File: src/include/icache_settings.svh
// Instruction cache geometry and reset PC, included by the package, the RTL and the testbench
`ifndef ICACHE_SETTINGS_SVH
`define ICACHE_SETTINGS_SVH

// Ways per set
`define ICACHE_WAYS 2

// Number of sets
`define ICACHE_SETS 64

// Line size in bytes
`define ICACHE_LINE_BYTES 32

// 64-bit beats per line, one AR burst fills a whole line
`define ICACHE_BEATS 4

// First fetch address after reset
`define ICACHE_RESET_PC 32'h8000_0000

`endif

File: src/icache_pkg.sv
// Shared types of the fetch front, referenced by scoped name from every RTL module
`include "icache_settings.svh"

package icache_pkg;

	// Byte address on the fetch and memory side
	typedef logic [31:0] addr_t;

	// Fetch word and memory read beat
	typedef logic [63:0] word_t;

	// Address bits above set index and line offset
	typedef logic [31-$clog2(`ICACHE_SETS)-$clog2(`ICACHE_LINE_BYTES):0] tag_t;

	// Set number
	typedef logic [$clog2(`ICACHE_SETS)-1:0] index_t;

	// One bit per way, used for hits, valids and the refill way
	typedef logic [`ICACHE_WAYS-1:0] way_mask_t;

	// Cache controller states
	typedef enum logic [1:0] {st_idle, st_lookup, st_refill, st_fence} ic_state_e;

endpackage

File: src/pc_gen.sv
// Fetch address register, steps by one 64-bit word per delivered fetch and loads flush targets
`timescale 1ns/1ps
`include "icache_settings.svh"

module pc_gen (
	input  logic              CLK,
	input  logic              rst_n,
	input  logic              flush,
	input  icache_pkg::addr_t flush_pc,
	input  logic              pc_ready,
	output icache_pkg::addr_t fetch_pc
);

	// Flush wins over a word delivered in the same cycle
	always_ff @(posedge CLK) begin
		if (!rst_n) begin
			fetch_pc <= `ICACHE_RESET_PC;
		end else if (flush) begin
			fetch_pc <= flush_pc;
		end else if (pc_ready) begin
			// Next sequential word, 8 bytes on
			fetch_pc <= fetch_pc + 32'd8;
		end
	end

	// Redirect targets from the pipeline must keep word alignment
	a_pc_aligned: assert property (
		@(posedge CLK) disable iff (!rst_n)
		fetch_pc[2:0] == 3'b000
	) else $error("fetch_pc not 8-byte aligned");

endmodule

File: config.mk
export PLATFORM = sky130hd
export DESIGN_NAME = pc_gen
export DESIGN_NICKNAME = d
export VERILOG_FILES = /design/src/icache_pkg.sv /design/src/pc_gen.sv
export VERILOG_INCLUDE_DIRS = /design/src /design/src/include
export SDC_FILE = /design/constraint.sdc
export NUM_CORES = 1
export LEC_CHECK = 0
export BUFFER_PORTS_ARGS = -buffer_cell sky130_fd_sc_hd__clkbuf_2
export CAP_MARGIN = 20
export CORE_MARGIN = 2
export CORE_UTILIZATION = 48
export CTS_CLUSTER_SIZE = 28
export DETAILED_ROUTE_END_ITERATION = 7
export HOLD_SLACK_MARGIN = 0.03
export PLACE_DENSITY = 0.77
export SYNTH_ARGS = -nofsm -noshare
export SYNTH_HDL_FRONTEND = slang
export SYNTH_SLANG_ARGS = --single-unit
export TNS_END_PERCENT = 5
File: constraint.sdc
create_clock -name CLK -period 5.2 [get_ports CLK]
set_clock_uncertainty 0.2 [all_clocks]
set_input_delay 0.78 -clock CLK [delete_from_list [all_inputs] [get_ports CLK]]
set_output_delay 0.78 -clock CLK [all_outputs]
set_load 0.05 [all_outputs]
After elaboration in Yosys (flattened, before gate mapping)
Cells that the tools add are included.

word-level totals
  register bits = 32

operators by class
  add/sub/neg operators = 1
  reductions and logical operators = 1
  mux-type cells = 2

operators with widths
  operator                                       number
  2-to-1 mux 32 bit                              2
  adder 32 x 4 -> 32 bit, second input constant  1
  nonzero test 2 bit                             1

Longest topological paths before layout
Gate-level depths: netlist of the first run.

  depth in word-level cells = 3
  mapped depth = 6
  depth with buffers taken out = 5

Least setup slack after synthesis of the first run
Ideal clock, no wire load.

  kind = register to register
  start = register fetch_pc[12]
  end = register fetch_pc[28]
  buffers on the path = 1
  period minus slack after synthesis = 2.602 ns
  slack = 2.598 ns
  setup time = 0.091 ns
  data arrival time = 2.311 ns
  cell stages (with the launch flop) = 6
  cell sequence = dfxtp_1 > nand3_2 > or4_4 > buf_6 > or4_1 > a311oi_1

between the ends
  longest elaborated chain between the ends = 3

RTL lines
  element                 line          RTL
  start, declared         pc_gen.sv:11  output icache_pkg::addr_t fetch_pc
  start signal, assigned  pc_gen.sv:17  fetch_pc <= `ICACHE_RESET_PC;
  start signal, assigned  pc_gen.sv:19  fetch_pc <= flush_pc;
  start signal, assigned  pc_gen.sv:22  fetch_pc <= fetch_pc + 32'd8;
  adder 32 x 4 -> 32 bit  pc_gen.sv:22
  2-to-1 mux 32 bit       pc_gen.sv:20  end else if (pc_ready) begin
  2-to-1 mux 32 bit       pc_gen.sv:18  end else if (flush) begin

No other way between the ends. The select of a mux whose other input is x is not followed.
A chain may end at the register's enable or synchronous reset.

Worst setup path in the final report of the first run
  start = input pc_ready
  end = register fetch_pc[21]

between the ends
  longest elaborated chain between the ends = 1

RTL lines
  element                              line          RTL
  start, declared                      pc_gen.sv:10  input logic pc_ready,
  nonzero test 2 bit (no source line)  --

No other way between the ends.

==> flow_results.org, run 1 <==
** Status
- Status :: finished, final reports clean

** Detailed routing
- Total via count in the routed design :: 1954
- After detailed routing, the number of vias per cell comes to 5.92.
- Count of unresolved DRC violations after routing :: 0
- WL final :: 4570 um
- The detailed router finished its first iteration with 90 violations.
- Residual antenna-violating net count after detailed routing :: 0
- For this run, the detailed router's first-pass iteration total came to 4.
- Routed WL per cell :: 13.8 um

** Logic synthesis
- Multiplexer share of the synthesized area :: 0.0334
- Synth Area in XOR/XNOR :: 0.0584
- In this run, synthesis inferred 0 flip-flops with an integrated enable.
- Netlist cell types :: 37
- Largest family of logic cells by synthesized area :: simple AND/OR/NAND/NOR gates
- Leading post-synthesis cells by cell area :: sky130_fd_sc_hd__dfxtp_1 (36%), sky130_fd_sc_hd__o21ai_0 (4.7%), sky130_fd_sc_hd__nand4_1 (4.5%)
- The share of synthesized area in the top cell type comes to 0.356.
- Library cell with the highest instance count after synthesis :: sky130_fd_sc_hd__dfxtp_1
- The mapped netlist covers 1800 um^2.
- Synth Area per Inst :: 8.10 um^2
- Count of warnings emitted by yosys :: 0
- Post-synthesis share of cell area spent on and, or, nand and nor gates :: 0.298
- The biggest area contributor in the post-synthesis netlist is sky130_fd_sc_hd__dfxtp_1.
- Counting every net in the synthesized netlist gives 259.
- Of the total synthesized cell area, the portion taken by full adders, half adders and majority gates is 0.00695.
- For this run, asynchronously set or reset flops after synthesis account for 0.
- Among all flip-flop cells after synthesis, the most frequent one is sky130_fd_sc_hd__dfxtp_1.
- Fraction of the mapped netlist area in compound gates :: 0.200
- After synthesis the netlist holds a flip-flop and latch count of 32.
- Number of instances in the synthesized netlist :: 222
- Share of the yosys chip area belonging to registers :: 0.356
- Ranked by instance count, the synthesized netlist is headed by sky130_fd_sc_hd__dfxtp_1 (32), sky130_fd_sc_hd__nor2_1 (18), sky130_fd_sc_hd__o21ai_0 (17).

** Critical path
- Data on the critical path is required at its endpoint by 5190 ps.
- Critical Path Fanout Max :: 20
- Stage delay of the slowest cell on the critical path :: 590 ps
- Data arrival time at the worst-slack endpoint :: 2660 ps
- The worst setup path is launched from an input pin.
- Among all stages on the critical path, the largest delay is contributed by sky130_fd_sc_hd__or4_4.
- The critical path goes through clkbuf_2 > nand4_2 > or4_4 > or4_1 > a311oi_1.
- Setup Crit Path Kind :: in -> reg
- Capturing element type of the critical path :: flip-flop

** Layout
- Top Registers :: fetch_pc x32
- Area of combinational cells with multiple inputs :: 1070 um^2
- Fraction of final layout cells sized beyond drive strength 1 :: 0.277
- Area used by sequential logic in the layout :: 641 um^2
- Number of non-filler instances in the completed layout :: 330
- Count of inserted antenna diode cells :: 0
- Number of nets at the end of the flow :: 319
- Relative to the synthesized area, the layout overhead comes to 24.2%.
- fetch_pc holds more flip-flops than any other register.
- The filler cells instantiated in the layout total 368.
- Number of flip-flops in the largest register :: 32

** Global route
- Summed over all layers, the global routing overflow is 0.
- Entering global routing, the biggest net connects 27 pins.
- Number of antenna violations at the first check in global routing :: 0
- In the global route stage, overall resource usage came out at 0.227.
- Global-route wire length before repair :: 7600 um
- The number of global-route vias before repair came to 1724.

** Timing
- The final count of hold timing violations was 0.
- RSZ-0062 raised after global routing :: false
- Final period demand of the worst path :: 2670 ps
- Setup violations remaining at the end of the flow were counted as 0.
- Slew margin rel. :: 0.546
- Final period utilization :: 0.513
- Maximum clock frequency :: 0.375 GHz
- For the pin with the worst max-slew slack, the measured transition is 678 ps.
- Hold is met by 296 ps.
- Max-slew violation total from the final report :: 0
- For the final routed database, the setup TNS stands at 0 ps.

** Clock tree
- Resized Gates After CTS :: 0
- CTS Root Buffer Type :: sky130_fd_sc_hd__clkbuf_8
- The H-tree generated during clock tree synthesis spans 2 levels.
- CTS hold repair buffers :: 0
- Clk Latency, worst-skew pair :: 290 ps
- Clock Path Buffers :: 2
- The number of clock buffers added by TritonCTS is 5.
- The tree built by TritonCTS fans out to 32 sinks.
- In this run the post-CTS setup repair buffer count came out at 0.
- CTS tree :: built
- Clock-pin slew reported for the worst setup and hold paths after clock tree synthesis :: 60 ps

** Floorplan
- The die is 65.2 um wide.
- Core area :: 3630 um^2
- Ports placed on the boundary :: 68
- Standard-cell rows :: 22
- DIE HEIGHT :: 65.2 um
- Overall die area :: 4250 um^2
- The initial utilization of the core area, before any placement, comes to 0.495.

** Place
- Port buffering added 67 buffers.
- Final GP Congestion :: 0.849
- Counting tap cells, the placed design contains a total of 323 instances.
- The HPWL after detailed placement is 3190 um.

** Pwr
- In this run the power spent charging and discharging nets is 0.000209 W.
- For this design the ratio of total power to cell area is 281 nW/um^2.
- Switching part of the total :: 0.333
- Logic gate share of total power :: 0.214
- Worst vdd rail ir drop :: 0.230 mV
- Of the total power, the clock network draws 0.330.
- Proportion of power drawn by flip-flops and latches :: 0.456
- Internal power :: 0.000419 W
- The analysis attributes to cell leakage a power of 0.878 nW.

** Min path
- The path class of the tightest hold or removal check is reg -> reg.

** Flow run
- Across the run, the number of max-cap violations was 0.
[cell families (layout without fill, tap and decap cells)]
logic type | count (synthesis) | after routing
adders and majority gates | 1 | 1
and+or+nand+nor | 94 | 94
buffers and inverters | 21 | 81
muxes | 6 | 6
DFF | 32 | 32
xor gates and xnor gates | 12 | 12
AOI/OAI and AO/OA | 56 | 56
[metal layers]
layer  global-route usage  part of all wire  vias up
met5                    0                 0        -
met4               0.0703             0.013        0
met3               0.0616             0.068        7
met2                0.367              0.47       59
met1                0.295              0.45      914
li1                     -                 -      974
[per-stage QoR]
| stage | area (um^2) | power [W] | utilization | setup WS (ps) |
|---|---|---|---|---|
| 2_1_floorplan | 1800 | 0.000386 | - | 2600 |
| 3_3_place_gp | 2140 | 0.000425 | 0.588 | 2310 |
| 3_5_place_dp | 2140 | 0.000427 | 0.588 | 2270 |
| 4_1_cts | 2230 | 0.000629 | 0.615 | 2550 |
| 5_1_grt | 2230 | 0.000655 | 0.615 | 2410 |
| 6_report | 2230 | 0.000628 | 0.615 | 2530 |
[layout make-up]
cell class	count	area share
Clock buffer	7	0.0431
Multi-Input combinational cell	169	0.480
Sequential cell	32	0.287
Inverter	6	0.0101
Tap cell	48	0.0269
Timing Repair Buffer	68	0.153
[path summary, 6_finish.rpt]
path / start / end / slack, ps / cells after the start
min reg2reg: fetch_pc[1] / fetch_pc[1] / 300 / 2
min: fetch_pc[1] / fetch_pc[1] / 300 / 2
max: pc_ready / fetch_pc[21] / 2530 / 5
max reg2reg: fetch_pc[7] / fetch_pc[21] / 2810 / 4
[cell usage in the layout (no fill, tap or decap), types with 2 or more instances in the layout]
cell type and instances:
sky130_fd_sc_hd__clkbuf_2 67, sky130_fd_sc_hd__dfxtp_1 32, sky130_fd_sc_hd__nor2_1 18, sky130_fd_sc_hd__o21ai_0 17, sky130_fd_sc_hd__nand3_1 14, sky130_fd_sc_hd__nand4_1 13
sky130_fd_sc_hd__a21oi_1 12, sky130_fd_sc_hd__nand2_1 11, sky130_fd_sc_hd__nor4_1 10, sky130_fd_sc_hd__or4_1 9, sky130_fd_sc_hd__o31ai_1 8, sky130_fd_sc_hd__xnor2_1 7
sky130_fd_sc_hd__clkbuf_8 7, sky130_fd_sc_hd__a311oi_1 6, sky130_fd_sc_hd__a31oi_1 6, sky130_fd_sc_hd__mux2i_1 6, sky130_fd_sc_hd__and4_1 5, sky130_fd_sc_hd__xor2_1 5
sky130_fd_sc_hd__inv_1 4, sky130_fd_sc_hd__or3_1 4, sky130_fd_sc_hd__clkinv_1 2, sky130_fd_sc_hd__and3_1 2, sky130_fd_sc_hd__nor3_1 2, sky130_fd_sc_hd__a211oi_1 2
[critical path, delay by kind of cell]
kind | cells | cell delay (ps)
AO/OA/AOI/OAI | 1 | 250
buffers and inverters | 1 | 250
AND/OR/NAND/NOR | 3 | 1370
[power by group through the flow]
stage          Sequential (W)  Clock, W  Combinational (W)
3_3_place_gp         0.000291         0           0.000133
5_1_grt              0.000290  0.000221           0.000144
4_1_cts              0.000286  0.000208           0.000136
2_1_floorplan        0.000345         0          0.0000415
3_5_place_dp         0.000292         0           0.000135
6_report             0.000287  0.000207           0.000134
(Power assumes the default switching activity.)
==> run 2: changes to the inputs <==
--- a/config.mk
+++ b/config.mk
@@ -6,6 +6,7 @@
 export SDC_FILE = /design/constraint.sdc
 export NUM_CORES = 1
 export LEC_CHECK = 0
+export ABC_AREA = 1
 export BUFFER_PORTS_ARGS = -buffer_cell sky130_fd_sc_hd__clkbuf_2
 export CAP_MARGIN = 20
 export CORE_MARGIN = 2
@@ -13,7 +14,7 @@
 export CTS_CLUSTER_SIZE = 28
 export DETAILED_ROUTE_END_ITERATION = 7
 export HOLD_SLACK_MARGIN = 0.03
-export PLACE_DENSITY = 0.77
+export PLACE_DENSITY = 0.75
 export SYNTH_ARGS = -nofsm -noshare
 export SYNTH_HDL_FRONTEND = slang
 export SYNTH_SLANG_ARGS = --single-unit
==> constraint.sdc (replaced) <==
create_clock -name CLK -period 2.69 [get_ports CLK]
set_clock_uncertainty 0.2 [all_clocks]
set_input_delay 0.4035 -clock CLK [delete_from_list [all_inputs] [get_ports CLK]]
set_output_delay 0.4035 -clock CLK [all_outputs]
set_load 0.05 [all_outputs]
==> flow_results.org, run 2 <==
** Status
- Status :: finished, final reports clean

** Logic synthesis
- By instance count, the leading cell after synthesis is sky130_fd_sc_hd__nand2_1.
- The synthesized design spends more area on one cell type than any other, namely sky130_fd_sc_hd__dfxtp_1.
- Synth Register Bits :: 32 (unchanged)
- The total number of yosys warnings came to 0 (unchanged).
- Top-area cell type share of the netlist area :: 0.312 (-0.0440)
- Most numerous cell types in the synthesized netlist :: sky130_fd_sc_hd__nand2_1 (102), sky130_fd_sc_hd__nor2_1 (44), sky130_fd_sc_hd__dfxtp_1 (32)
- Number of instances in the synthesized netlist :: 330 (+49%)
- The post-synthesis average cell area is 6.22 um^2 (-23%).
- The number of distinct library cells after synthesis came to 26 (-30%).
- Share of async-settable or async-resettable flops after synthesis :: 0 (unchanged)
- The synthesized net count is 367 (+42%).
- Leading post-synthesis cells by cell area :: sky130_fd_sc_hd__dfxtp_1 (31%), sky130_fd_sc_hd__nand2_1 (19%), sky130_fd_sc_hd__nor2_1 (8.0%)
- The post-synthesis instance area is 2050 um^2 (+14%).
- Number of enable-type register cells in the synthesized netlist :: 0 (unchanged)
- Share of the yosys chip area belonging to registers :: 0.312 (-0.0440)
- Among all flip-flop cells after synthesis, the most frequent one is sky130_fd_sc_hd__dfxtp_1.

** Critical path
- Capturing element type of the critical path :: flip-flop
- Most numerous cell on the critical path :: sky130_fd_sc_hd__nand3_1
- The combined buffer and inverter count along the critical path is 0 (-1).
- Stage delay of the slowest cell on the critical path :: 410 ps (-180 ps)
- Ordered cell list for the critical path :: ha_1 > nand3_1 > nor2_1 > nand3_1 > xnor2_1 > nand2_1 > a21oi_1
- The slack of the worst reg-to-reg path was 760 ps (-2050 ps).
- CP max stage cell :: sky130_fd_sc_hd__dfxtp_1
- Reg-to-Reg End :: fetch_pc[17]
- The worst setup path is of the reg -> reg kind.
- Reg2reg start :: fetch_pc[4]
- Family with the most delay on the worst path :: simple AND/OR/NAND/NOR gates
- The path depth of the worst reg2reg path is 7 (+3).
- The required time of the critical path was 2700 ps (-2490 ps).
- STA classifies the critical path startpoint as a flip-flop.
- Data arrival time at the worst-slack endpoint :: 1940 ps (-720 ps)
- Critical Path Fanout Max :: 5 (-75%)

** Floorplan
- The horizontal die dimension was 69.4 um (+6.4%).
- The number of top-level design ports came to 68 (unchanged).
- The number of rows in the core area was 23 (+4.5%).
- The vertical die dimension came to 69.4 um (+6.4%).
- The core region area came to 4060 um^2 (+12%).
- Initial core utilization :: 0.506 (+0.0108)
- Overall die area :: 4820 um^2 (+13%)

** Clock tree
- CTS Root Buffer Type :: sky130_fd_sc_hd__clkbuf_8
- Resized Gates After CTS :: 0 (unchanged)
- The clock latency on the worst-skew pair is 290 ps (about the same).
- The total number of H-tree levels came to 2 (unchanged).
- TritonCTS built the clock tree.
- Post CTS Setup Buffer Count :: 0 (unchanged)
- Clock-pin slew reported for the worst setup and hold paths after clock tree synthesis :: 70 ps (about the same)
- The maximum root-to-sink buffer count came to 2 (unchanged).
- CTS hold repair buffers :: 0 (unchanged)
- The total number of clock tree sinks came to 32 (unchanged).
- The number of buffers created by CTS is 5 (unchanged).

** Min path
- The worst hold path terminates at fetch_pc[0].
- Type of the most critical hold path :: in -> reg
- Launch instance of the worst min-delay path :: flush_pc[0]
- The cell depth of the worst min-delay path was 3 (+1).

** Pwr
- Worst vdd rail ir drop :: 0.253 mV (+9.9%)
- Power per cell area :: 480 nW/um^2 (+71%)
- The overall power consumption was 0.00120 W (+92%).
- Reported leakage power :: 1.05 nW (+20%)

** Detailed routing
- Drt initial violations :: 124 (+38%)
- Post-DR vias/cell :: 5.15 (-13%)
- Residual antenna-violating net count after detailed routing :: 0 (unchanged)
- Total via count in the routed design :: 2297 (+18%)
- WL final :: 5690 um (+25%)
- Count of unresolved DRC violations after routing :: 0 (unchanged)
- The routed wire length per instance came to 12.8 um (-7.9%).
- Pre-Repair DR Iteration Count :: 4 (unchanged)

** Timing
- Count of final hold-check violations :: 0 (unchanged)
- The worst slew slack as a fraction of its limit came to 0.469 (-0.0776).
- Setup-failing EPs final :: 0 (unchanged)
- The number of slew-limit violations in the final report came to 0 (unchanged).
- The worst hold-check slack was 139 ps (-157 ps).
- Timing would allow up to 0.518 GHz.
- Setup TNS Final :: 0 ps (unchanged)
- Final period demand of the worst path :: 1930 ps
- Setup repair after global routing left no endpoint under its margin.
- Worst Tran Pin Value :: 796 ps (+118 ps)
- Dividing the final minimum period by the clock period gives 0.718.

** Layout
- Register bank with the most flops :: fetch_pc
- Area used by sequential logic in the layout :: 641 um^2 (unchanged)
- Syn-to-layout area delta :: 22.2%
- Filler Cell Count :: 420 (+14%)
- The largest registers in the layout are fetch_pc x32.
- Number of nets at the end of the flow :: 432 (+35%)
- The combined area of the multi-input logic cells is 1270 um^2 (+19%).
- The library cell used most frequently in the layout, excluding fill and tap cells, is sky130_fd_sc_hd__nand2_1.
- Fraction of final layout cells sized beyond drive strength 1 :: 0.237 (-0.0392)
- Count of inserted antenna diode cells :: 0 (unchanged)
- The number of flip-flops under the largest register name is 32 (unchanged).
- Leaving out fill and tap cells, the most frequent cells in the layout are sky130_fd_sc_hd__nand2_1 (102), sky130_fd_sc_hd__clkbuf_2 (67), sky130_fd_sc_hd__nor2_1 (44).

** Place
- The port buffer count came to 67 (unchanged).
- The weighted congestion at the end of routability-driven global placement came to 0.928 (+9.3%).
- The half-perimeter wire length after placement was 4380 um (+37%).

** Global route
- The first-pass GRT wire length is 9400 um (+24%).
- The global route total overflow came to 0 (unchanged).
- The maximum number of pins on one net before global-route repair came to 24 (-11%).
- The number of antenna violations at the first check in global routing is 0 (unchanged).
- Total routing usage reported by global routing :: 0.241 (+0.0144)
- Via count of the first global-routing pass :: 1973 (+14%)

** Flow run
- Max Cap Violations :: 0 (unchanged)
run 2: cell count changes in the layout (fill, tap and decap cells not counted), moves of 8 or more:
cell                      before  now
sky130_fd_sc_hd__inv_1         4   22
sky130_fd_sc_hd__nand2_1      11  102
sky130_fd_sc_hd__a21oi_1      12   22
sky130_fd_sc_hd__nand4_1      13    1
sky130_fd_sc_hd__nor2_1       18   44
sky130_fd_sc_hd__nand3_1      14   23
sky130_fd_sc_hd__o31ai_1       8    0
sky130_fd_sc_hd__nor4_1       10    0
sky130_fd_sc_hd__or4_1         9    0
sky130_fd_sc_hd__a22oi_1       0   18
run 2: cell type report:
cell class	count	share of cell area
inverter	25	0.0374
sequential	32	0.255
timing repair buffer	69	0.140
tap	50	0.0249
clock buffer	8	0.0359
multi-input combinational	262	0.507
run 2: tightest hold or removal path, cell delays in order:
cell                       delay [ps]
sky130_fd_sc_hd__clkbuf_2          80
sky130_fd_sc_hd__nor2_1            30
sky130_fd_sc_hd__nor2_1            80
run 2: stage by stage:
stage                     std cells  setup slack [ps]   util  cell area [um^2]
after CTS                       446               799  0.619              2510
after global placement          438               803  0.596              2420
after detailed placement        438               732  0.596              2420
after global routing            446               584  0.619              2510
after floorplan                 330               733      -              2050
final                           446               759  0.619              2510
run 2: report_power, final:
group	internal, W	total (W)	switching [W]
logic	0.0000787	0.000267	0.000189
clock network	0.000209	0.000391	0.000182
registers	0.000504	0.000547	0.0000425
total	0.000792	0.00120	0.000413
run 2: layer usage:
layer / vias up / wire [um] / global-route usage / share of wire
met5: - / 0 / 0 / 0
met4: 0 / 86 / 0.0675 / 0.015
met3: 8 / 375 / 0.0538 / 0.066
met2: 77 / 2420 / 0.372 / 0.42
met1: 994 / 2810 / 0.339 / 0.49
li1: 1218 / - / - / -
run 2: kinds of logic (layout without fill, tap and decap cells):
| kind of cell | Yosys count | after routing | synth area share |
|---|---|---|---|
| flip-flops | 32 | 32 | 0.312 |
| XOR/XNOR | 9 | 9 | 0.0384 |
| buffers and inverters | 36 | 102 | 0.0683 |
| AND/OR/NAND/NOR | 189 | 189 | 0.388 |
| AO/OA/AOI/OAI | 63 | 63 | 0.187 |
| adder cells (fa/ha/maj) | 1 | 1 | 0.00609 |
run 2: how the worst max path moves through the flow:
stage	startpoint	endpoint	slack, ps	depth (start not counted)
floorplan	fetch_pc[4]	fetch_pc[21]	730	8
global placement	flush	fetch_pc[15]	800	6
detailed placement	flush	fetch_pc[15]	730	6
CTS	fetch_pc[4]	fetch_pc[17]	800	7
global route	fetch_pc[4]	fetch_pc[17]	580	7
finish	fetch_pc[4]	fetch_pc[17]	760	7
